### config.mk
export PLATFORM = sky130hd
export DESIGN_NAME = saber_tracker_top
export DESIGN_NICKNAME = d
export VERILOG_FILES = /design/src/common/video_pkg.sv /design/src/common/tracker_pkg.sv /design/src/source/mask_stage.sv /design/src/source/overlay_renderer.sv /design/src/source/saber_tracker_top.sv /design/src/tracker/bounding_box.sv /design/src/tracker/center_of_mass.sv /design/src/tracker/divider.sv
export SDC_FILE = /design/constraint.sdc
export NUM_CORES = 1
export LEC_CHECK = 0
export BUFFER_PORTS_ARGS = -buffer_cell sky130_fd_sc_hd__buf_4
export CAP_MARGIN = 20
export CORE_MARGIN = 1.5
export CORE_UTILIZATION = 42
export DETAILED_ROUTE_END_ITERATION = 16
export SLEW_MARGIN = 30
export SYNTH_ARGS = -nofsm -noshare
export SYNTH_HDL_FRONTEND = slang
export SYNTH_SLANG_ARGS = --single-unit
### constraint.sdc
create_clock -name clk_pixel -period 5.1 [get_ports clk_pixel]
set_clock_uncertainty 0.1 [all_clocks]
set_input_delay 1.53 -clock clk_pixel [delete_from_list [all_inputs] [get_ports clk_pixel]]
set_output_delay 1.53 -clock clk_pixel [all_outputs]
set_load 0.1 [all_outputs]
### src/common/video_pkg.sv
`default_nettype none

package video_pkg;

  typedef logic [10:0] hcount_t;    // horizontal pixel position
  typedef logic [9:0]  vcount_t;    // vertical pixel position
  typedef logic [15:0] pixel565_t;  // raw camera pixel, r5 g6 b5
  typedef logic [7:0]  channel_t;   // one color or intensity value

  // full color pixel after expansion
  typedef struct packed {
    channel_t red;
    channel_t green;
    channel_t blue;
  } rgb_t;

  // raster timing that travels with every pixel
  typedef struct packed {
    hcount_t hcount;
    vcount_t vcount;
    logic    hsync;
    logic    vsync;
    logic    active;     // inside the visible area
    logic    new_frame;  // one cycle at hcount == 0 and vcount == 0
  } video_timing_t;

endpackage

`default_nettype wire

### src/common/tracker_pkg.sv
`default_nettype none

package tracker_pkg;
  import video_pkg::*;

  typedef logic [2:0]  chan_sel_t;  // which color feeds the shirt mask
  typedef logic [31:0] sum_t;       // coordinate sum or pixel count

  // any code not listed here picks zero
  localparam chan_sel_t CHAN_GREEN = 3'd0;
  localparam chan_sel_t CHAN_RED   = 3'd1;
  localparam chan_sel_t CHAN_BLUE  = 3'd2;

  // inclusive extent of the shirt mask
  typedef struct packed {
    hcount_t x_min;
    vcount_t y_min;
    hcount_t x_max;
    vcount_t y_max;
  } box_t;

  // everything the tracker reports per frame
  typedef struct packed {
    box_t    box;
    hcount_t saber_x;  // saber centroid
    vcount_t saber_y;
  } location_t;

endpackage

`default_nettype wire

### src/source/mask_stage.sv
`timescale 1ns/1ps
`default_nettype none

module mask_stage
  import video_pkg::*;
  import tracker_pkg::*;
#(
  parameter channel_t SABER_LO = 8'd14,  // fixed blue window for the saber
  parameter channel_t SABER_HI = 8'd32
) (
  input  wire           clk_pixel,
  input  wire           sys_rst,
  input  wire video_timing_t timing_in,
  input  wire pixel565_t     pixel_in,
  input  wire chan_sel_t     chan_sel,
  input  wire channel_t      lower_bound,
  input  wire channel_t      upper_bound,
  output video_timing_t timing,      // timing_in delayed by 2
  output rgb_t          rgb,         // expanded pixel delayed by 2
  output logic          mask_shirt,
  output logic          mask_saber
);

  rgb_t          rgb_exp;    // 5-6-5 moved to the top of each byte
  channel_t      sel_exp;    // channel picked by chan_sel
  rgb_t          rgb_s1;
  channel_t      sel_s1;
  channel_t      lo_s1;      // bounds ride along with the pixel
  channel_t      hi_s1;
  video_timing_t timing_s1;

  always_comb begin
    rgb_exp.red   = {pixel_in[15:11], 3'b000};
    rgb_exp.green = {pixel_in[10:5], 2'b00};
    rgb_exp.blue  = {pixel_in[4:0], 3'b000};
    case (chan_sel)
      CHAN_GREEN: sel_exp = rgb_exp.green;
      CHAN_RED:   sel_exp = rgb_exp.red;
      CHAN_BLUE:  sel_exp = rgb_exp.blue;
      default:    sel_exp = '0;  // no luma/chroma here
    endcase
  end

  // stage 1 expands and selects, stage 2 compares
  always_ff @(posedge clk_pixel) begin
    if (sys_rst) begin
      timing_s1  <= '0;
      timing     <= '0;
      mask_shirt <= 1'b0;
      mask_saber <= 1'b0;
    end else begin
      timing_s1  <= timing_in;
      timing     <= timing_s1;
      mask_shirt <= timing_s1.active && (sel_s1 >= lo_s1) && (sel_s1 <= hi_s1);
      mask_saber <= timing_s1.active && (rgb_s1.blue >= SABER_LO)
                    && (rgb_s1.blue <= SABER_HI);  // inclusive on both ends
    end
  end

  always_ff @(posedge clk_pixel) begin
    rgb_s1 <= rgb_exp;
    sel_s1 <= sel_exp;
    lo_s1  <= lower_bound;
    hi_s1  <= upper_bound;
    rgb    <= rgb_s1;  // keep color aligned with the masks
  end

endmodule

`default_nettype wire

### src/source/overlay_renderer.sv
`timescale 1ns/1ps
`default_nettype none

module overlay_renderer
  import video_pkg::*;
  import tracker_pkg::*;
(
  input  wire           clk_pixel,
  input  wire           sys_rst,
  input  wire video_timing_t timing,
  input  wire rgb_t     rgb,
  input  wire box_t     box,
  input  wire           box_valid,
  input  wire hcount_t  saber_x,
  input  wire vcount_t  saber_y,
  input  wire           com_valid,
  output rgb_t          pixel_out,
  output video_timing_t timing_out
);

  box_t    box_r;     // last published box
  logic    box_on;    // hidden until the first box_valid
  hcount_t cross_x;
  vcount_t cross_y;
  logic    cross_on;
  logic    on_cross;
  logic    in_box;
  rgb_t    pix_next;

  always_comb begin
    on_cross = cross_on && (timing.hcount == cross_x || timing.vcount == cross_y);
    in_box   = box_on
               && timing.hcount >= box_r.x_min && timing.hcount <= box_r.x_max
               && timing.vcount >= box_r.y_min && timing.vcount <= box_r.y_max;
    if (!timing.active) pix_next = '0;  // blanking stays black
    else if (on_cross) pix_next = '{red: 8'hF2, green: 8'hF2, blue: 8'hF2};
    else if (in_box) pix_next = '{red: 8'hFF, green: 8'hFF, blue: 8'hFF};
    else pix_next = rgb;
  end

  always_ff @(posedge clk_pixel) begin
    if (sys_rst) begin
      box_on     <= 1'b0;
      cross_on   <= 1'b0;
      pixel_out  <= '0;
      timing_out <= '0;
    end else begin
      pixel_out  <= pix_next;
      timing_out <= timing;
      if (box_valid) box_on <= 1'b1;
      if (com_valid) cross_on <= 1'b1;
    end
  end

  // overlay only moves on a strobe, so at most once a frame
  always_ff @(posedge clk_pixel) begin
    if (box_valid) box_r <= box;
    if (com_valid) begin
      cross_x <= saber_x;
      cross_y <= saber_y;
    end
  end

endmodule

`default_nettype wire

### src/source/saber_tracker_top.sv
`timescale 1ns/1ps
`default_nettype none

module saber_tracker_top
  import video_pkg::*;
  import tracker_pkg::*;
#(
  parameter channel_t SABER_LO = 8'd14,
  parameter channel_t SABER_HI = 8'd32,
  parameter int       DIV_W    = 32
) (
  input  wire           clk_pixel,
  input  wire           sys_rst,
  input  wire video_timing_t timing_in,
  input  wire pixel565_t     pixel_in,
  input  wire chan_sel_t     chan_sel,
  input  wire channel_t      lower_bound,
  input  wire channel_t      upper_bound,
  output rgb_t          pixel_out,
  output video_timing_t timing_out,
  output location_t     location,
  output logic          box_valid,
  output logic          com_valid
);

  video_timing_t timing_m;  // timing aligned with the masks
  rgb_t          rgb_m;
  logic          mask_shirt;
  logic          mask_saber;
  box_t          box;
  hcount_t       saber_x;
  vcount_t       saber_y;

  assign location = '{box: box, saber_x: saber_x, saber_y: saber_y};

  mask_stage #(.SABER_LO(SABER_LO), .SABER_HI(SABER_HI)) mask_i (
    .clk_pixel, .sys_rst, .timing_in, .pixel_in, .chan_sel, .lower_bound, .upper_bound,
    .timing(timing_m), .rgb(rgb_m), .mask_shirt, .mask_saber
  );

  bounding_box box_i (
    .clk_pixel, .sys_rst, .timing(timing_m), .mask(mask_shirt), .box, .box_valid
  );

  center_of_mass #(.DIV_W(DIV_W)) com_i (
    .clk_pixel, .sys_rst, .timing(timing_m), .mask(mask_saber),
    .saber_x, .saber_y, .com_valid
  );

  overlay_renderer overlay_i (
    .clk_pixel, .sys_rst, .timing(timing_m), .rgb(rgb_m), .box, .box_valid,
    .saber_x, .saber_y, .com_valid, .pixel_out, .timing_out
  );

endmodule

`default_nettype wire

### src/tracker/bounding_box.sv
`timescale 1ns/1ps
`default_nettype none

module bounding_box
  import video_pkg::*;
  import tracker_pkg::*;
(
  input  wire           clk_pixel,
  input  wire           sys_rst,
  input  wire video_timing_t timing,  // already aligned with mask
  input  wire           mask,
  output box_t          box,
  output logic          box_valid
);

  hcount_t x_lo;
  hcount_t x_hi;
  vcount_t y_lo;
  vcount_t y_hi;
  logic    seen;   // at least one mask pixel this frame
  logic    fresh;  // next mask pixel starts a new extent

  // first pixel of a frame belongs to that frame, so it restarts the trackers
  assign fresh = timing.new_frame || !seen;

  always_ff @(posedge clk_pixel) begin
    if (sys_rst) begin
      seen      <= 1'b0;
      box       <= '0;
      box_valid <= 1'b0;
    end else begin
      box_valid <= 1'b0;
      if (timing.new_frame) begin
        box_valid <= seen;  // empty frame gives no strobe
        if (seen) box <= '{x_min: x_lo, y_min: y_lo, x_max: x_hi, y_max: y_hi};
        seen <= mask;
      end else if (mask) begin
        seen <= 1'b1;
      end
    end
  end

  always_ff @(posedge clk_pixel) begin
    if (mask) begin
      x_lo <= (fresh || timing.hcount < x_lo) ? timing.hcount : x_lo;
      x_hi <= (fresh || timing.hcount > x_hi) ? timing.hcount : x_hi;
      y_lo <= (fresh || timing.vcount < y_lo) ? timing.vcount : y_lo;
      y_hi <= (fresh || timing.vcount > y_hi) ? timing.vcount : y_hi;
    end
  end

endmodule

`default_nettype wire

### src/tracker/center_of_mass.sv
`timescale 1ns/1ps
`default_nettype none

module center_of_mass
  import video_pkg::*;
  import tracker_pkg::*;
#(
  parameter int DIV_W = 32
) (
  input  wire           clk_pixel,
  input  wire           sys_rst,
  input  wire video_timing_t timing,
  input  wire           mask,
  output hcount_t       saber_x,
  output vcount_t       saber_y,
  output logic          com_valid
);

  sum_t x_sum;     // running sums for the current frame
  sum_t y_sum;
  sum_t count;
  sum_t x_snap;    // frame totals handed to the dividers
  sum_t y_snap;
  sum_t cnt_snap;
  logic div_start;
  sum_t x_quot;
  sum_t y_quot;
  logic x_done;
  logic y_done;    // both finish together

  always_ff @(posedge clk_pixel) begin
    if (sys_rst) begin
      x_sum     <= '0;
      y_sum     <= '0;
      count     <= '0;
      div_start <= 1'b0;
      saber_x   <= '0;
      saber_y   <= '0;
      com_valid <= 1'b0;
    end else begin
      div_start <= timing.new_frame && (count != '0);  // nothing to divide if empty
      if (timing.new_frame) begin
        // restart with the first pixel of the new frame
        x_sum <= mask ? sum_t'(timing.hcount) : '0;
        y_sum <= mask ? sum_t'(timing.vcount) : '0;
        count <= mask ? sum_t'(1) : '0;
      end else if (mask) begin
        x_sum <= x_sum + sum_t'(timing.hcount);
        y_sum <= y_sum + sum_t'(timing.vcount);
        count <= count + sum_t'(1);
      end
      com_valid <= x_done && y_done;
      if (x_done && y_done) begin
        saber_x <= hcount_t'(x_quot);  // mean fits the raster width
        saber_y <= vcount_t'(y_quot);
      end
    end
  end

  always_ff @(posedge clk_pixel) begin
    if (timing.new_frame) begin
      x_snap   <= x_sum;
      y_snap   <= y_sum;
      cnt_snap <= count;
    end
  end

  divider #(.DIV_W(DIV_W)) div_x_i (
    .clk_pixel (clk_pixel),
    .sys_rst   (sys_rst),
    .start     (div_start),
    .dividend  (x_snap),
    .divisor   (cnt_snap),
    .quotient  (x_quot),
    .done      (x_done)
  );

  divider #(.DIV_W(DIV_W)) div_y_i (
    .clk_pixel (clk_pixel),
    .sys_rst   (sys_rst),
    .start     (div_start),
    .dividend  (y_snap),
    .divisor   (cnt_snap),
    .quotient  (y_quot),
    .done      (y_done)
  );

endmodule

`default_nettype wire

### src/tracker/divider.sv
`timescale 1ns/1ps
`default_nettype none

module divider
  import tracker_pkg::*;
#(
  parameter int DIV_W = 32  // quotient bits, one per cycle
) (
  input  wire       clk_pixel,
  input  wire       sys_rst,
  input  wire       start,
  input  wire sum_t dividend,
  input  wire sum_t divisor,
  output sum_t      quotient,
  output logic      done
);

  localparam int CNT_W = $clog2(DIV_W + 1);

  logic [DIV_W-1:0] q_r;      // dividend shifts out, quotient shifts in
  logic [DIV_W-1:0] rem_r;
  logic [DIV_W-1:0] div_r;
  logic [CNT_W-1:0] cnt;      // iterations still to go
  logic             busy;
  logic [DIV_W-1:0] src_q;
  logic [DIV_W-1:0] src_rem;
  logic [DIV_W-1:0] src_div;
  logic [DIV_W:0]   rem_shift;
  logic             fits;

  assign busy = (cnt != '0);
  assign quotient = sum_t'(q_r);

  // first iteration runs straight off the inputs in the start cycle
  always_comb begin
    src_q     = start ? DIV_W'(dividend) : q_r;
    src_rem   = start ? '0 : rem_r;
    src_div   = start ? DIV_W'(divisor) : div_r;
    rem_shift = {src_rem, src_q[DIV_W-1]};
    fits      = rem_shift >= {1'b0, src_div};  // restore when it does not fit
  end

  always_ff @(posedge clk_pixel) begin
    if (sys_rst) begin
      cnt  <= '0;
      done <= 1'b0;
    end else begin
      done <= busy && (cnt == CNT_W'(1));
      if (start) cnt <= CNT_W'(DIV_W - 1);
      else if (busy) cnt <= cnt - CNT_W'(1);
    end
  end

  always_ff @(posedge clk_pixel) begin
    if (start || busy) begin
      div_r <= src_div;
      rem_r <= fits ? DIV_W'(rem_shift - {1'b0, src_div}) : rem_shift[DIV_W-1:0];
      q_r   <= {src_q[DIV_W-2:0], fits};
    end
  end

endmodule

`default_nettype wire
==> flow_summary.ini <==
[global_routing]
grt-busiest-layer = met2
use_met3_pct = 3.67
grt_pass1_wl_um = 116000
met2_usage_pct = 28.9
grt_use_total_pct = 18.7
grt_max_degree = 89
grt_pass1_vias = 21500
grt_overflow = 0
use_met1_pct = 26.6
antenna_found_initial = 2

[pwr]
p_per_area_mw_per_mm2 = 562
peakVddDrop_mv = 0.313
leakage_nw = 15.1

[cells_and_area]
finalNonFillerCells = 4192
nets = 3352
drive_gt1_share_pct = 13.4
area_growth_pct = 15.6
fin_util_pct = 49.0

[clocking]
cts_hold_buf = 0
cts-htree-levels = 3
path_clk_slew_ns = 0.06
cts_sinks = 721
clock_latency_ns = 0.64
cts_root_buffer = clkbuf_16
cts_resized = 0
cts_made_buffers = 79
postCtsSetupBuffers = 0
cts_tree = built
clk_path_buf_depth = 3

[status]
run_status = completed

[job]
max_cap_violations = 0

[yosys]
syn_avg_cell_area_um2 = 11.0
async_flop_share_pct = 0
synth_flop_cell = edfxtp_1
netlist_area_mm2 = 0.0322
ys_ff_latch = 721
yosysUniqueCellTypes = 78
synth_warnings = 0
syn-num-nets = 3169
synthCells = 2916
ys_seq_area_share_pct = 57.1
synth_edf_count = 393

[floorplan]
die_y_um = 280
die-width_um = 280
ios = 176
dieArea_mm2 = 0.0783
initial_core_util_pct = 42.4
num_rows = 101
core_mm2 = 0.0759

[sta]
relSlewSlack_pct = 36.3
worst_pin_slew_ns = 0.956
layout_setup_ws_ns = 0.778
finalSetupViolations = 0
final.min_clock_period_ns = 4.32
timing.hold.ws_ns = 0.225
maxSlewViolCount = 0
rsz0062_at_grt = false
tns_ns = 0
timing.fmax_mhz = 231
layout_worst_path_cycle_share_pct = 84.7
report.final.hold_viol_count = 0

[setup_path]
critPathCaptureType = flop
cp.arrival_ns = 4.60
rrSetupSlack_ns = 0.78
startpoint_type = flop
crit_required_ns = 5.37
path_class = reg2reg
r2r_start = com_i.div_start
crit_fanout = 88
startpoint = com_i.div_start

[placement]
dp_cells = 4048
gp_congestion = 0.918
numPortBuffers = 175
place_ws_ns = 0.838
dp_hpwl_um = 50100

[routing]
viasPerCell = 5.16
drt_iter0_drc = 1308
drc_errors = 0
drt_pass1_iterations = 5
num_vias = 21600
wire_per_inst_um = 17.4
ant_nets = 0
wirelength_um = 73100

[worst_hold_path]
hold_start = mask_i.rgb_s1[13]
holdCritPathClass = reg2reg
-- metrics by stage --
step / area (um^2) / total power [mW]
2_1_floorplan: 32200 / 13.8
3_3_place_gp: 34700 / 15.2
3_5_place_dp: 34700 / 15.4
4_1_cts: 37200 / 21.0
5_1_grt: 37200 / 22.2
6_report: 37200 / 20.9
-- placed cells by master (no fill, tap or decap), drive strengths merged, types with 118 or more instances in the layout --
master  instances
ha            187
a21oi         204
clkbuf        118
nor2          171
nor2b         154
inv           198
nand2         313
o21ai         122
edfxtp        393
dfxtp         328
buf           210
-- per-layer routing --
metal  vias up  wire, um
met5         -         0
met4         0      1620
met3       115      4180
met2       511     32700
met1     10400     34600
li1      10600         -
-- flip-flops by register name (all words and copies together) (netlist names), 18 cells and up --
name	flops
box_i.box	42
com_i.cnt_snap	32
com_i.count	32
com_i.div_x_i.div_r	32
com_i.div_x_i.quotient	32
com_i.div_x_i.rem_r	32
com_i.div_y_i.div_r	32
com_i.div_y_i.quotient	32
com_i.div_y_i.rem_r	32
com_i.x_snap	32
com_i.x_sum	32
com_i.y_snap	32
com_i.y_sum	32
mask_i.timing	25
mask_i.timing_s1	25
overlay_i.box_r	42
overlay_i.pixel_out	18
overlay_i.timing_out	25
-- synthesized netlist by cell type (10+ instances only) --
master | instances | area share [%]
edfxtp_1 | 393 | 37
dfxtp_1 | 328 | 20
nand2_1 | 313 | 3.6
a21oi_1 | 204 | 3.2
inv_1 | 194 | 2.3
ha_1 | 187 | 7.3
nor2_1 | 170 | 2.0
nor2b_1 | 153 | 3.0
o21ai_0 | 117 | 1.8
xor2_1 | 90 | 2.4
clkbuf_1 | 76 | 0.89
xnor2_1 | 69 | 1.9
a21boi_0 | 68 | 1.6
mux2_2 | 68 | 2.4
nand3_1 | 48 | 0.75
a21o_1 | 44 | 1.0
o21a_1 | 34 | 0.79
nand4_1 | 32 | 0.62
mux2i_1 | 29 | 0.90
and3_1 | 28 | 0.54
nand2b_1 | 23 | 0.45
nor3_1 | 23 | 0.36
or3_1 | 21 | 0.41
nor4_1 | 17 | 0.33
buf_2 | 15 | 0.23
and2_1 | 14 | 0.27
and4_1 | 12 | 0.33
o21bai_1 | 11 | 0.26
buf_1 | 10 | 0.12
-- final cells by class --
class | instances | area (um^2)
diodes | 1 | 2.50
clock buffers | 118 | 2270
clock inverters | 25 | 246
fillers | 6803 | 38700
inverters | 197 | 739
multi-input cells | 1890 | 12700
flip-flops and latches | 721 | 18400
well taps | 1030 | 1290
repair buffers | 210 | 1600
-- path summary, 6_finish.rpt --
check,depth (start not counted),endpoint
setup / recovery,14,com_i.div_y_i.rem_r[22]
hold / removal,0,mask_i.rgb[13]
setup reg to reg,14,com_i.div_y_i.rem_r[22]
hold reg to reg,0,mask_i.rgb[13]
-- kinds of logic after synthesis --
group                    count (synthesis)  share of synthesized area [%]
XOR/XNOR                               159                           4.33
adder cells (fa/ha/maj)                191                           7.52
AO/OA/AOI/OAI                          561                           10.8
multiplexers                            97                           3.28
flip-flops                             721                           57.1
buffers and inverters                  305                           3.70
AND/OR/NAND/NOR                        882                           13.4
-- report_power, final --
group          total [mW]  leakage, nW  internal [mW]  switching [mW]
logic                7.30         7.32           2.91            4.39
clock network        5.52         1.23           3.20            2.32
registers            8.07         6.53           7.76           0.309
total                20.9         15.1           13.9            7.02
-- worst max-delay path, cell delays in order (launching register included) --
cell,delay [ns]
dfxtp_4,0.48
buf_12,0.37
nand2_1,0.15
a21boi_0,0.18
ha_1,0.46
nand4_1,0.18
nor4b_1,0.30
a21bo_2,0.26
nand3_1,0.18
o21ai_1,0.15
a41oi_1,0.30
nor2_2,0.06
buf_4,0.18
inv_2,0.24
mux2_2,0.38
Power figures use the tool's default switching activity.
